===== src/rtl/adc_if_pkg.sv =====
package adc_if_pkg;

  localparam int NUM_LANES  = 4;
  localparam int SAMPLE_W   = 10;
  localparam int PHASES     = 5;    // Two bits arrive per clock
  localparam int PHASE_W    = 3;
  localparam int SLIP_W     = 4;    // Valid offsets 0 to 9
  localparam int SNAP_DEPTH = 32;
  localparam int SNAP_AW    = 5;
  localparam int APB_AW     = 10;
  localparam int APB_DW     = 32;
  localparam int CNT_W      = 32;

  localparam logic [APB_DW-1:0]   IF_VERSION   = 32'd1;
  localparam logic [SAMPLE_W-1:0] FCLK_PATTERN = 10'b11111_00000;  // MSB first

  // Register offsets
  localparam logic [APB_AW-1:0] REG_VERSION   = 10'h000;
  localparam logic [APB_AW-1:0] REG_CTRL      = 10'h004;
  localparam logic [APB_AW-1:0] REG_LANE_SLIP = 10'h008;
  localparam logic [APB_AW-1:0] REG_FRAME_CNT = 10'h00C;
  localparam logic [APB_AW-1:0] REG_FRAME_ERR = 10'h010;
  localparam logic [APB_AW-1:0] REG_STATUS    = 10'h014;
  localparam logic [APB_AW-1:0] SNAP_BASE     = 10'h100;  // Eight bytes per entry

  typedef struct packed {
    logic rise;  // Earlier bit, more significant
    logic fall;
  } bit_pair_t;

  typedef bit_pair_t [NUM_LANES-1:0] lane_bits_t;

  typedef logic [SAMPLE_W-1:0] sample_t;

  // Lane 0 in the low bits
  typedef sample_t [NUM_LANES-1:0] frame_t;

  typedef logic [NUM_LANES-1:0][SLIP_W-1:0] lane_slip_t;

  typedef struct packed {
    logic              psel;
    logic              penable;
    logic              pwrite;
    logic [APB_AW-1:0] paddr;
    logic [APB_DW-1:0] pwdata;
  } apb_req_t;

  typedef struct packed {
    logic [APB_DW-1:0] prdata;
    logic              pready;
    logic              pslverr;
  } apb_rsp_t;

  typedef struct packed {
    logic busy;   // Also high while a trigger waits for its first frame
    logic done;
    logic armed;
  } snap_status_t;

endpackage


===== src/rtl/adc_apb_regs.sv =====
`timescale 1ns/1ps

module adc_apb_regs (
  input  logic                           fclk_ctr_clk,
  input  logic                           rst,
  input  adc_if_pkg::apb_req_t           apb_req_i,
  output adc_if_pkg::apb_rsp_t           apb_rsp_o,
  input  logic [adc_if_pkg::CNT_W-1:0]   frame_cnt_i,
  input  logic [adc_if_pkg::CNT_W-1:0]   frame_err_cnt_i,
  input  adc_if_pkg::snap_status_t       snap_status_i,
  input  adc_if_pkg::frame_t             snap_rd_data_i,
  output logic [adc_if_pkg::SNAP_AW-1:0] snap_rd_idx_o,
  output adc_if_pkg::lane_slip_t         lane_slip_o,
  output logic                           frame_slip_o,
  output logic                           snap_trig_o
);
  import adc_if_pkg::*;

  logic              access;
  logic              in_snap;
  logic              hit;
  logic              read_only;
  logic              err;
  logic              wr_ok;
  logic              ctrl_wr;
  logic [APB_DW-1:0] rd_data;
  logic [APB_DW-1:0] prdata_q;
  logic              pready_q;
  logic              pslverr_q;

  // First access cycle is the wait state
  assign access = apb_req_i.psel & apb_req_i.penable & ~pready_q;

  assign in_snap = (apb_req_i.paddr >= SNAP_BASE) &&
                   (apb_req_i.paddr < SNAP_BASE + APB_AW'(8 * SNAP_DEPTH));

  // Presented from setup onward so RAM data is ready during the wait
  assign snap_rd_idx_o = apb_req_i.paddr[SNAP_AW+2:3];

  always_comb begin
    rd_data   = '0;
    hit       = 1'b1;
    read_only = 1'b1;
    case (apb_req_i.paddr)
      REG_VERSION:   rd_data = IF_VERSION;
      REG_CTRL:      read_only = 1'b0;  // Pulse bits read back as zero
      REG_LANE_SLIP: begin
        rd_data   = APB_DW'(lane_slip_o);
        read_only = 1'b0;
      end
      REG_FRAME_CNT: rd_data = frame_cnt_i;
      REG_FRAME_ERR: rd_data = frame_err_cnt_i;
      REG_STATUS:    rd_data = APB_DW'(snap_status_i);
      default: begin
        hit = in_snap;
        if (apb_req_i.paddr[2]) begin
          rd_data = APB_DW'({snap_rd_data_i[3], snap_rd_data_i[2]});
        end else begin
          rd_data = APB_DW'({snap_rd_data_i[1], snap_rd_data_i[0]});
        end
      end
    endcase
  end

  assign err     = ~hit | (apb_req_i.pwrite & read_only);
  assign wr_ok   = access & apb_req_i.pwrite & ~err;
  assign ctrl_wr = wr_ok && (apb_req_i.paddr == REG_CTRL);

  always_ff @(posedge fclk_ctr_clk) begin
    if (rst) begin
      pready_q     <= 1'b0;
      pslverr_q    <= 1'b0;
      lane_slip_o  <= '0;
      frame_slip_o <= 1'b0;
      snap_trig_o  <= 1'b0;
    end else begin
      pready_q     <= access;  // High for one cycle after the wait
      pslverr_q    <= access & err;
      snap_trig_o  <= ctrl_wr & apb_req_i.pwdata[0];
      frame_slip_o <= ctrl_wr & apb_req_i.pwdata[1];
      if (wr_ok && (apb_req_i.paddr == REG_LANE_SLIP)) begin
        lane_slip_o <= apb_req_i.pwdata[$bits(lane_slip_t)-1:0];
      end
    end
  end

  always_ff @(posedge fclk_ctr_clk) begin
    if (access) begin
      prdata_q <= rd_data;
    end
  end

  assign apb_rsp_o.prdata  = prdata_q;
  assign apb_rsp_o.pready  = pready_q;
  assign apb_rsp_o.pslverr = pslverr_q;

endmodule


===== src/rtl/adc_frame_capture.sv =====
`timescale 1ns/1ps

module adc_frame_capture (
  input  logic                           fclk_ctr_clk,
  input  logic                           rst,
  input  adc_if_pkg::frame_t             lane_sample_i,
  input  logic                           frame_tick_i,
  input  logic                           sync_i,
  input  logic                           snap_trig_i,
  input  logic                           snap_ext_trig_i,
  input  logic [adc_if_pkg::SNAP_AW-1:0] snap_rd_idx_i,
  output adc_if_pkg::frame_t             snap_rd_data_o,
  output adc_if_pkg::snap_status_t       snap_status_o,
  output adc_if_pkg::frame_t             frame_o,
  output logic                           frame_valid_o
);
  import adc_if_pkg::*;

  logic               sync_q;
  logic               ext_q;
  logic               armed_q;
  logic               pending_q;
  logic               busy_q;
  logic               done_q;
  logic               snap_busy;
  logic               trig;
  logic               snap_we;
  logic [SNAP_AW-1:0] wr_idx_q;
  logic [SNAP_AW-1:0] wr_addr;
  frame_t             snap_mem [SNAP_DEPTH];

  assign snap_busy = busy_q | pending_q;

  // Register trigger or external pin edge, ignored mid capture
  assign trig = (snap_trig_i | (snap_ext_trig_i & ~ext_q)) & ~snap_busy;

  // Pending capture starts at entry 0 with the next output frame
  assign snap_we = frame_valid_o & snap_busy;
  assign wr_addr = pending_q ? '0 : wr_idx_q;

  always_ff @(posedge fclk_ctr_clk) begin
    if (rst) begin
      sync_q        <= 1'b0;
      ext_q         <= 1'b0;
      armed_q       <= 1'b0;
      frame_valid_o <= 1'b0;
    end else begin
      sync_q        <= sync_i;
      ext_q         <= snap_ext_trig_i;
      frame_valid_o <= frame_tick_i & armed_q;
      if (sync_i && !sync_q) begin
        armed_q <= 1'b1;  // Sticky until reset
      end
    end
  end

  always_ff @(posedge fclk_ctr_clk) begin
    if (frame_tick_i && armed_q) begin
      frame_o <= lane_sample_i;
    end
  end

  always_ff @(posedge fclk_ctr_clk) begin
    if (rst) begin
      pending_q <= 1'b0;
      busy_q    <= 1'b0;
      done_q    <= 1'b0;
      wr_idx_q  <= '0;
    end else begin
      if (trig) begin
        pending_q <= 1'b1;
        done_q    <= 1'b0;
      end
      if (snap_we) begin
        if (pending_q) begin
          pending_q <= 1'b0;
          busy_q    <= 1'b1;
          wr_idx_q  <= SNAP_AW'(1);
        end else if (wr_idx_q == SNAP_AW'(SNAP_DEPTH - 1)) begin
          busy_q   <= 1'b0;  // Last entry written
          done_q   <= 1'b1;
          wr_idx_q <= '0;
        end else begin
          wr_idx_q <= wr_idx_q + 1'b1;
        end
      end
    end
  end

  // Snapshot RAM with registered read port
  always_ff @(posedge fclk_ctr_clk) begin
    if (snap_we) begin
      snap_mem[wr_addr] <= frame_o;
    end
    snap_rd_data_o <= snap_mem[snap_rd_idx_i];
  end

  assign snap_status_o.busy  = snap_busy;
  assign snap_status_o.done  = done_q;
  assign snap_status_o.armed = armed_q;

endmodule


===== src/rtl/adc_frame_monitor.sv =====
`timescale 1ns/1ps

module adc_frame_monitor (
  input  logic                         fclk_ctr_clk,
  input  logic                         rst,
  input  adc_if_pkg::bit_pair_t        fclk_bits_i,
  input  logic                         slip_i,
  output logic                         frame_tick_o,
  output logic [adc_if_pkg::CNT_W-1:0] frame_cnt_o,
  output logic [adc_if_pkg::CNT_W-1:0] frame_err_cnt_o
);
  import adc_if_pkg::*;

  logic [SAMPLE_W-1:0] fhist_q;
  logic [SAMPLE_W-1:0] fhist_d;
  logic [PHASE_W-1:0]  phase_q;
  logic                word_done;
  logic                pattern_bad;

  assign fhist_d = {fhist_q[SAMPLE_W-3:0], fclk_bits_i.rise, fclk_bits_i.fall};

  // A slip on the last phase pushes the boundary one cycle later
  assign word_done   = (phase_q == PHASE_W'(PHASES - 1)) && !slip_i;
  assign pattern_bad = (fhist_d != FCLK_PATTERN);

  always_ff @(posedge fclk_ctr_clk) begin
    fhist_q <= fhist_d;
  end

  always_ff @(posedge fclk_ctr_clk) begin
    if (rst) begin
      phase_q      <= '0;
      frame_tick_o <= 1'b0;
    end else begin
      frame_tick_o <= word_done;
      if (slip_i) begin
        phase_q <= phase_q;  // Hold for one cycle, two bits
      end else if (word_done) begin
        phase_q <= '0;
      end else begin
        phase_q <= phase_q + 1'b1;
      end
    end
  end

  // Saturating frame and error counters
  always_ff @(posedge fclk_ctr_clk) begin
    if (rst) begin
      frame_cnt_o     <= '0;
      frame_err_cnt_o <= '0;
    end else if (word_done) begin
      if (frame_cnt_o != '1) begin
        frame_cnt_o <= frame_cnt_o + 1'b1;
      end
      if (pattern_bad && (frame_err_cnt_o != '1)) begin
        frame_err_cnt_o <= frame_err_cnt_o + 1'b1;
      end
    end
  end

endmodule


===== src/rtl/adc_interface_top.sv =====
`timescale 1ns/1ps

module adc_interface_top (
  input  logic                   fclk_ctr_clk,
  input  logic                   rst,
  input  logic                   sync_i,
  input  logic                   snapshot_ext_trigger_i,
  input  adc_if_pkg::lane_bits_t lane_bits_i,
  input  adc_if_pkg::bit_pair_t  fclk_bits_i,
  input  adc_if_pkg::apb_req_t   apb_req_i,
  output adc_if_pkg::frame_t     frame_o,
  output logic                   frame_valid_o,
  output adc_if_pkg::apb_rsp_t   apb_rsp_o
);
  import adc_if_pkg::*;

  frame_t             lane_sample;
  lane_slip_t         lane_slip;
  logic               frame_tick;
  logic [CNT_W-1:0]   frame_cnt;
  logic [CNT_W-1:0]   frame_err_cnt;
  logic               frame_slip_pulse;
  logic               snap_trig_pulse;
  snap_status_t       snap_status;
  logic [SNAP_AW-1:0] snap_rd_idx;
  frame_t             snap_rd_data;

  // Lanes share reset so their phase counters stay in step
  for (genvar g = 0; g < NUM_LANES; g++) begin : gen_lane
    adc_lane_deser adc_lane_deser_i (
      .fclk_ctr_clk (fclk_ctr_clk),
      .rst          (rst),
      .bits_i       (lane_bits_i[g]),
      .slip_i       (lane_slip[g]),
      .sample_o     (lane_sample[g])
    );
  end

  adc_frame_monitor adc_frame_monitor_i (
    .fclk_ctr_clk    (fclk_ctr_clk),
    .rst             (rst),
    .fclk_bits_i     (fclk_bits_i),
    .slip_i          (frame_slip_pulse),
    .frame_tick_o    (frame_tick),
    .frame_cnt_o     (frame_cnt),
    .frame_err_cnt_o (frame_err_cnt)
  );

  adc_frame_capture adc_frame_capture_i (
    .fclk_ctr_clk    (fclk_ctr_clk),
    .rst             (rst),
    .lane_sample_i   (lane_sample),
    .frame_tick_i    (frame_tick),
    .sync_i          (sync_i),
    .snap_trig_i     (snap_trig_pulse),
    .snap_ext_trig_i (snapshot_ext_trigger_i),
    .snap_rd_idx_i   (snap_rd_idx),
    .snap_rd_data_o  (snap_rd_data),
    .snap_status_o   (snap_status),
    .frame_o         (frame_o),
    .frame_valid_o   (frame_valid_o)
  );

  adc_apb_regs adc_apb_regs_i (
    .fclk_ctr_clk    (fclk_ctr_clk),
    .rst             (rst),
    .apb_req_i       (apb_req_i),
    .apb_rsp_o       (apb_rsp_o),
    .frame_cnt_i     (frame_cnt),
    .frame_err_cnt_i (frame_err_cnt),
    .snap_status_i   (snap_status),
    .snap_rd_data_i  (snap_rd_data),
    .snap_rd_idx_o   (snap_rd_idx),
    .lane_slip_o     (lane_slip),
    .frame_slip_o    (frame_slip_pulse),
    .snap_trig_o     (snap_trig_pulse)
  );

endmodule


===== src/rtl/adc_lane_deser.sv =====
`timescale 1ns/1ps

module adc_lane_deser (
  input  logic                          fclk_ctr_clk,
  input  logic                          rst,
  input  adc_if_pkg::bit_pair_t         bits_i,
  input  logic [adc_if_pkg::SLIP_W-1:0] slip_i,
  output adc_if_pkg::sample_t           sample_o
);
  import adc_if_pkg::*;

  logic [2*SAMPLE_W-1:0] hist_q;
  logic [2*SAMPLE_W-1:0] hist_d;
  logic [2*SAMPLE_W-1:0] hist_shift;
  logic [PHASE_W-1:0]    phase_q;
  logic [SLIP_W-1:0]     slip_eff;
  logic                  word_done;

  // Newest bit lands in bit 0, rise ahead of fall
  assign hist_d = {hist_q[2*SAMPLE_W-3:0], bits_i.rise, bits_i.fall};

  // Offsets past the word width act as the largest offset
  assign slip_eff = (slip_i > SLIP_W'(SAMPLE_W - 1)) ? SLIP_W'(SAMPLE_W - 1) : slip_i;

  // Window starts slip_eff bits back from the newest bit
  assign hist_shift = hist_d >> slip_eff;

  assign word_done = (phase_q == PHASE_W'(PHASES - 1));

  // Free running, never held by a frame slip
  always_ff @(posedge fclk_ctr_clk) begin
    if (rst) begin
      phase_q <= '0;
    end else if (word_done) begin
      phase_q <= '0;
    end else begin
      phase_q <= phase_q + 1'b1;
    end
  end

  always_ff @(posedge fclk_ctr_clk) begin
    hist_q <= hist_d;
    if (word_done) begin
      sample_o <= hist_shift[SAMPLE_W-1:0];  // Valid alongside frame tick
    end
  end

endmodule


===== config.mk =====
export PLATFORM = sky130hd
export DESIGN_NAME = adc_interface_top
export DESIGN_NICKNAME = d
export VERILOG_FILES = /design/src/rtl/adc_if_pkg.sv /design/src/rtl/adc_apb_regs.sv /design/src/rtl/adc_frame_capture.sv /design/src/rtl/adc_frame_monitor.sv /design/src/rtl/adc_interface_top.sv /design/src/rtl/adc_lane_deser.sv
export SDC_FILE = /design/constraint.sdc
export NUM_CORES = 2
export LEC_CHECK = 0
export ABC_AREA = 1
export ABC_CLOCK_PERIOD_IN_PS = 8300
export CAP_MARGIN = 20
export CORE_UTILIZATION = 45
export CTS_BUF_LIST = sky130_fd_sc_hd__clkbuf_8
export DETAILED_ROUTE_END_ITERATION = 8
export DONT_BUFFER_PORTS = 1
export PLACE_DENSITY = 0.57
export SKIP_CTS_REPAIR_TIMING = 1
export SLEW_MARGIN = 20
export SYNTH_ARGS = -nofsm -noshare
export SYNTH_HDL_FRONTEND = slang
export SYNTH_HIERARCHICAL = 1
export SYNTH_SLANG_ARGS = --single-unit

===== constraint.sdc =====
create_clock -name fclk_ctr_clk -period 8.3 [get_ports fclk_ctr_clk]
set_clock_uncertainty 0.2 [all_clocks]
set_input_delay 1.66 -clock fclk_ctr_clk [delete_from_list [all_inputs] [get_ports fclk_ctr_clk]]
set_output_delay 1.66 -clock fclk_ctr_clk [all_outputs]
set_load 0.01 [all_outputs]

=== Word-level counts from Yosys, hierarchy flattened ===
Memory sizes are Yosys's and may differ from the RTL's. A register that Yosys moved wholly into a read port is not among the register bits.
Cells that the tools add are included.

* Flip-flop bits (word level): 304
* RAM bits: 1280
* Input bits: 59
* Memories kept: 1

* Add/subtract/negate cells: 8
* Order comparisons: 6
* Equal/unequal tests: 14
* Shifts and indexed selects: 4
* Mux-type cells: 23
* Bitwise logic cells: 20
* Reduce and logical (&&, ||, !) cells: 20

{| class="wikitable"
|+ Memories
! memory !! words !! width !! rd ports !! clocked after Yosys merged registers in !! wr ports !! RTL line !! RTL
|-
| adc_frame_capture_i.snap_mem || 32 || 40 || 1 || 1 || 1 || adc_frame_capture.sv:30 || <nowiki>frame_t snap_mem [SNAP_DEPTH];</nowiki>
|}

{| class="wikitable"
|+ Operator list
! kind !! number
|-
| $pmux W32 S6 || 1
|-
| $shr A20 B4 Y10 || 4
|-
| $add A32 B1 Y32 const B || 2
|-
| $ne A32 B32 Y1 const B || 2
|-
| $eq A10 B4 Y1 const B || 2
|-
| $eq A10 B5 Y1 const B || 2
|-
| $mux W20 || 1
|-
| $gt A4 B4 Y1 const B || 4
|-
| $mux W4 || 4
|-
| $add A3 B1 Y3 const B || 5
|-
| $eq A3 B3 Y1 const B || 5
|-
| $mux W5 || 3
|-
| $mux W1 || 13
|-
| $and A1 B1 Y1 || 12
|-
| $eq A10 B3 Y1 const B || 1
|-
| $ge A10 B9 Y1 const B || 1
|-
| $logic_not A10 Y1 || 1
|-
| $lt A10 B10 Y1 const B || 1
|-
| $ne A10 B10 Y1 const B || 1
|-
| $reduce_or A2 Y1 || 5
|-
| $logic_and A1 B1 Y1 || 7
|-
| $reduce_and A2 Y1 || 3
|-
| $reduce_or A6 Y1 || 1
|-
| $add A5 B1 Y5 const B || 1
|-
| 6 further kinds || 13
|}

=== Depth between registers and ports, before layout ===
* Depth after elaboration: 9
* Gate-level depth with buffers: 12
* Mapped depth without buffers: 12

=== Modules after synthesis ===
Netlist, hierarchy kept.

{| class="wikitable"
|+ By module, submodules not included
! module !! times used !! cells an instance !! area each (um^2)
|-
| adc_frame_capture || 1 || 4518 || 54220.8
|-
| adc_lane_deser || 4 || 233 || 1662.8
|-
| adc_frame_monitor || 1 || 719 || 4369.2
|-
| adc_apb_regs || 1 || 350 || 2856.5
|}

=== Worst setup path before layout ===
Ideal clock, no wire load.

* Path type: register to register
* Start point: register adc_frame_capture_i.pending_q
* End point: memory adc_frame_capture_i/snap_mem[5][0] (netlist name) (enable)
* Arrival: 4.579 ns
* Data required time: 7.563 ns
* Slack: 2.983 ns
* Stages on the path, launching flop included: 5
* Cell sequence: dfxtp_1 inv_2 nand2_4 nand2_4 nor4_1

* Word-level cells in the longest chain between the ends: 4
* Elaborated cells between the ends (all ways): 5
* Classes of those cells: mux (3); bitwise (2)

{| class="wikitable"
|+ Ends and longest elaborated chain
! item !! RTL line !! RTL
|-
| from (decl) || adc_frame_capture.sv:22 || <nowiki>logic pending_q;</nowiki>
|-
| from (signal assigned) || adc_frame_capture.sv:65 || <nowiki>pending_q <= 1'b0;</nowiki>
|-
| from (signal assigned) || adc_frame_capture.sv:71 || <nowiki>pending_q <= 1'b1;</nowiki>
|-
| from (signal assigned) || adc_frame_capture.sv:76 || <nowiki>pending_q <= 1'b0;</nowiki>
|-
| $or A1 B1 Y1 || adc_frame_capture.sv:32 || <nowiki>assign snap_busy = busy_q | pending_q;</nowiki>
|-
| via adc_frame_capture_i.snap_busy || adc_frame_capture.sv:25 || <nowiki>logic snap_busy;</nowiki>
|-
| $and A1 B1 Y1 || adc_frame_capture.sv:38 || <nowiki>assign snap_we = frame_valid_o & snap_busy;</nowiki>
|-
| $mux W1 || adc_frame_capture.sv:92 || <nowiki>if (snap_we) begin</nowiki>
|-
| $mux W1 (not written as such) || adc_frame_capture.sv:93 || <nowiki>snap_mem[wr_addr] <= frame_o;</nowiki>
|-
| to (decl) || adc_frame_capture.sv:30 ||
|}

The timed path passes the listed nets, and every way through them passes these cells.

==> results.md <==
- Worst-Margin Slew: 1.56 ns
- Initial antenna violation count: 5
- Commonest non-fill, non-tap cell in the layout: nand2_1
- Post-synth ARST share: 0%
- Critical path required time: 8.70 ns
- Register area: 46400 um2
- Total grt overflow: 0
- Root buffer cell: clkbuf_8
- Final WL: 190000 um
- Die Wd: 391 um
- Hold Crit Class: flip-flop to flip-flop
- DIE AREA: 153000 um2
- Sequential power share: 54.9%
- Distinct cells, synth: 50
- Largest net degree at the start of global routing: 645
- Max IR drop VDD: 0.000141 V
- Final period util: 49.9%
- Crit-path most repeated cell: nand2_4
- Die height: 391 um
- DRT Pass-1 Iters: 6
- Initial drt markers: 4530
- Post-synth EDFFs: 1392
- CP Capture Type: flip-flop
- Vias: 46.9k
- Worst slew margin: -4.27%
- DR vias/cell: 5.37
- Worst Path Arrival: 4.55 ns
- Internal Power: 12500 uW
- Routability cong.: 0.883
- Depth of the worst register-to-register path: 7
- Final HPWL from detailed placement: 98100 um
- FF+latch count, synth: 1624
- H-tree levels: 5
- Slew Viols, Final: 108
- Footprint of the multi-input gates: 19000 um2
- Layout cells sized above 1: 8.05%
- Sw power: 3730 uW
- Lkg Pwr: 0.0283 uW
- Slowest CP cell: nor2_4
- Drt wl/cell: 21.8 um
- Antenna Nets Post-Route: 0
- Most frequent cells in the layout: nand2_1, edfxtp_1, nand3_1
- Clk buf depth: 4
- Tot Pwr: 16200 uW
- Number of max-cap violations: 0
- Worst skew pair latency: 1.01 ns
- Hold depth: 0
- Sw frac: 23.1%
- CP max FO: 21
- Critical path's largest stage delay: 1.21 ns
- Area grow syn2layout: 9.50%
- # clock sinks: 1624
- Global Route Usage Sum: 24.5%
- Fillers: 13.7k
- Final min period: 4.14 ns
- Clock transition at path regs: 0.06 ns
- Crit Path Category: flip-flop to flip-flop
- YS warnings: 6
- Crit path cell chain: inv_2 -> nand2_4 -> nand2_4 -> inv_6 -> nand4_1 -> nor2_4 -> buf_4
- Failing checks: slew limit
- Core area: 150000 um2
- Worst setup SP type: flip-flop
- Final setup vio count: 0
- Post-synthesis cell count: 6519
- Area of the mapped netlist: 68100 um2
- Hold slack: 0.133 ns
- Post-route setup TNS: 0 ns
- Sequential share of the synthesized area: 68.2%
- Average size of a mapped cell: 10.4 um2
- PortBufs: 0
- First-pass GRT wire length: 278000 um
- DRC: 0
- Share of total power in the clock network: 40.7%
- Hold Fails Final Rpt: 0
- Nets: 6599
- Highest clock rate: 241 MHz
- Cell row count: 142
- Mapped Nets: 6592
- CTS Buf Count: 285
- Finished Core Util: 49.7%
- Initial Util: 45.4%
- CTS tree: built
- RSZ-0062 raised after global routing: false
- Vias in the first global route: 43.8k
- Top FF cell, synth: edfxtp_1
- Combinational share of power: 4.4%
- Status: finished with violations
- Pwr dens: 217 nW/um2
- I/O pins: 134
[state kept, by name, summed over array words and instances (netlist names), 3 cells and up]
register,cells
adc_apb_regs_i/prdata_q,32
adc_frame_capture_i/snap_rd_data_o,40
adc_frame_capture_i/frame_o,40
adc_frame_capture_i/snap_mem,1280
adc_frame_monitor_i/frame_err_cnt_o,32
adc_frame_monitor_i/frame_cnt_o,32
adc_frame_capture_i/wr_idx_q,5
gen_lane.adc_lane_deser_i/sample_o,40
gen_lane.adc_lane_deser_i/hist_q,72
gen_lane.adc_lane_deser_i/phase_q,12
adc_frame_monitor_i/phase_q,3
adc_frame_monitor_i/fhist_q,8
adc_apb_regs_i/lane_slip_o,16
[Yosys cell counts, drive strengths merged, types with 2 or more instances]
library cell     n  area, um2
mux2i            6       60.1
nor3            13       75.1
nor2           307       1250
nand2         2482       9390
xnor2            4       35.0
o21ai           16        129
a22o            12        105
nand3         1329       6680
dfxtp          232       4640
o211ai          12       90.1
clkinv           7       32.5
xor2             3       26.3
and2             2       12.5
ha              14        175
inv            202        763
nand4           14        103
a21oi           58        358
buf            279       1710
clkbuf          92        345
o2111ai          8       70.1
a221oi           2       17.5
and3             2       12.5
or2             11       68.8
edfxtp        1392      41800
a211oi           2       15.0
nand3b           9       67.6
a31oi            4       25.0
[worst max-delay path, delay by kind of cell, from the launching register on]
family,cells,cell delay (ns)
AND/OR/NAND/NOR,4,2.13
buffers and inverters,3,0.85
flip-flops,1,0.52
[power by group through the flow]
stage / combinational (uW) / clock [uW] / sequential [uW]
after floorplan: 566 / 0 / 9030
after global placement: 647 / 0 / 9060
after detailed placement: 653 / 0 / 9060
after CTS: 655 / 6690 / 8890
after global routing: 797 / 7020 / 8890
final: 714 / 6590 / 8890
[worst paths after layout]
kind,startpoint,to,slack [ns]
max,adc_frame_capture_i/pending_q,adc_frame_capture_i/snap_mem[9][27],4.16
min,gen_lane[0].adc_lane_deser_i/hist_q[13],gen_lane[0].adc_lane_deser_i/hist_q[15],0.13
max reg2reg,adc_frame_capture_i/pending_q,adc_frame_capture_i/snap_mem[9][27],4.16
min reg2reg,gen_lane[0].adc_lane_deser_i/hist_q[13],gen_lane[0].adc_lane_deser_i/hist_q[15],0.13
[kinds of logic after synthesis]
family                     Yosys count  share of synthesized area (%)
buffers and inverters              580                           4.19
DFF                               1624                           68.2
xor gates and xnor gates             7                         0.0900
adders and majority gates           14                          0.257
AOI/OAI and AO/OA                  117                           1.23
muxes                                6                         0.0882
and+or+nand+nor                   4171                           25.9
[through the flow]
| step | instance area [um2] | std cells | worst slack (ns) |
|---|---|---|---|
| floorplan | 68100 | 6519 | 2.98 |
| global placement | 69500 | 8250 | 3.73 |
| detailed placement | 69600 | 8251 | 3.74 |
| CTS | 74400 | 8719 | 4.20 |
| global route | 74600 | 8726 | 4.07 |
| finish | 74600 | 8730 | 4.16 |
[per-layer routing]
| metal | wire length, um | vias up | GRT usage (%) |
|---|---|---|---|
| met3 | 12500 | 380 | 4.12 |
| met4 | 6500 | 0 | 9.66 |
| met5 | 0 | - | 0 |
| li1 | - | 22229 | - |
| met1 | 83300 | 22767 | 33.6 |
| met2 | 87800 | 1545 | 38.8 |
[cell type report]
cell class | count | area share [%]
multi-input combinational | 4315 | 25.5
antenna | 7 | 0.0235
inverter | 209 | 1.10
clock inverter | 170 | 1.04
clock buffer | 298 | 5.50
tap | 2016 | 3.38
sequential | 1624 | 62.3
timing repair buffer | 91 | 1.15
Power figures use the tool's default switching activity.
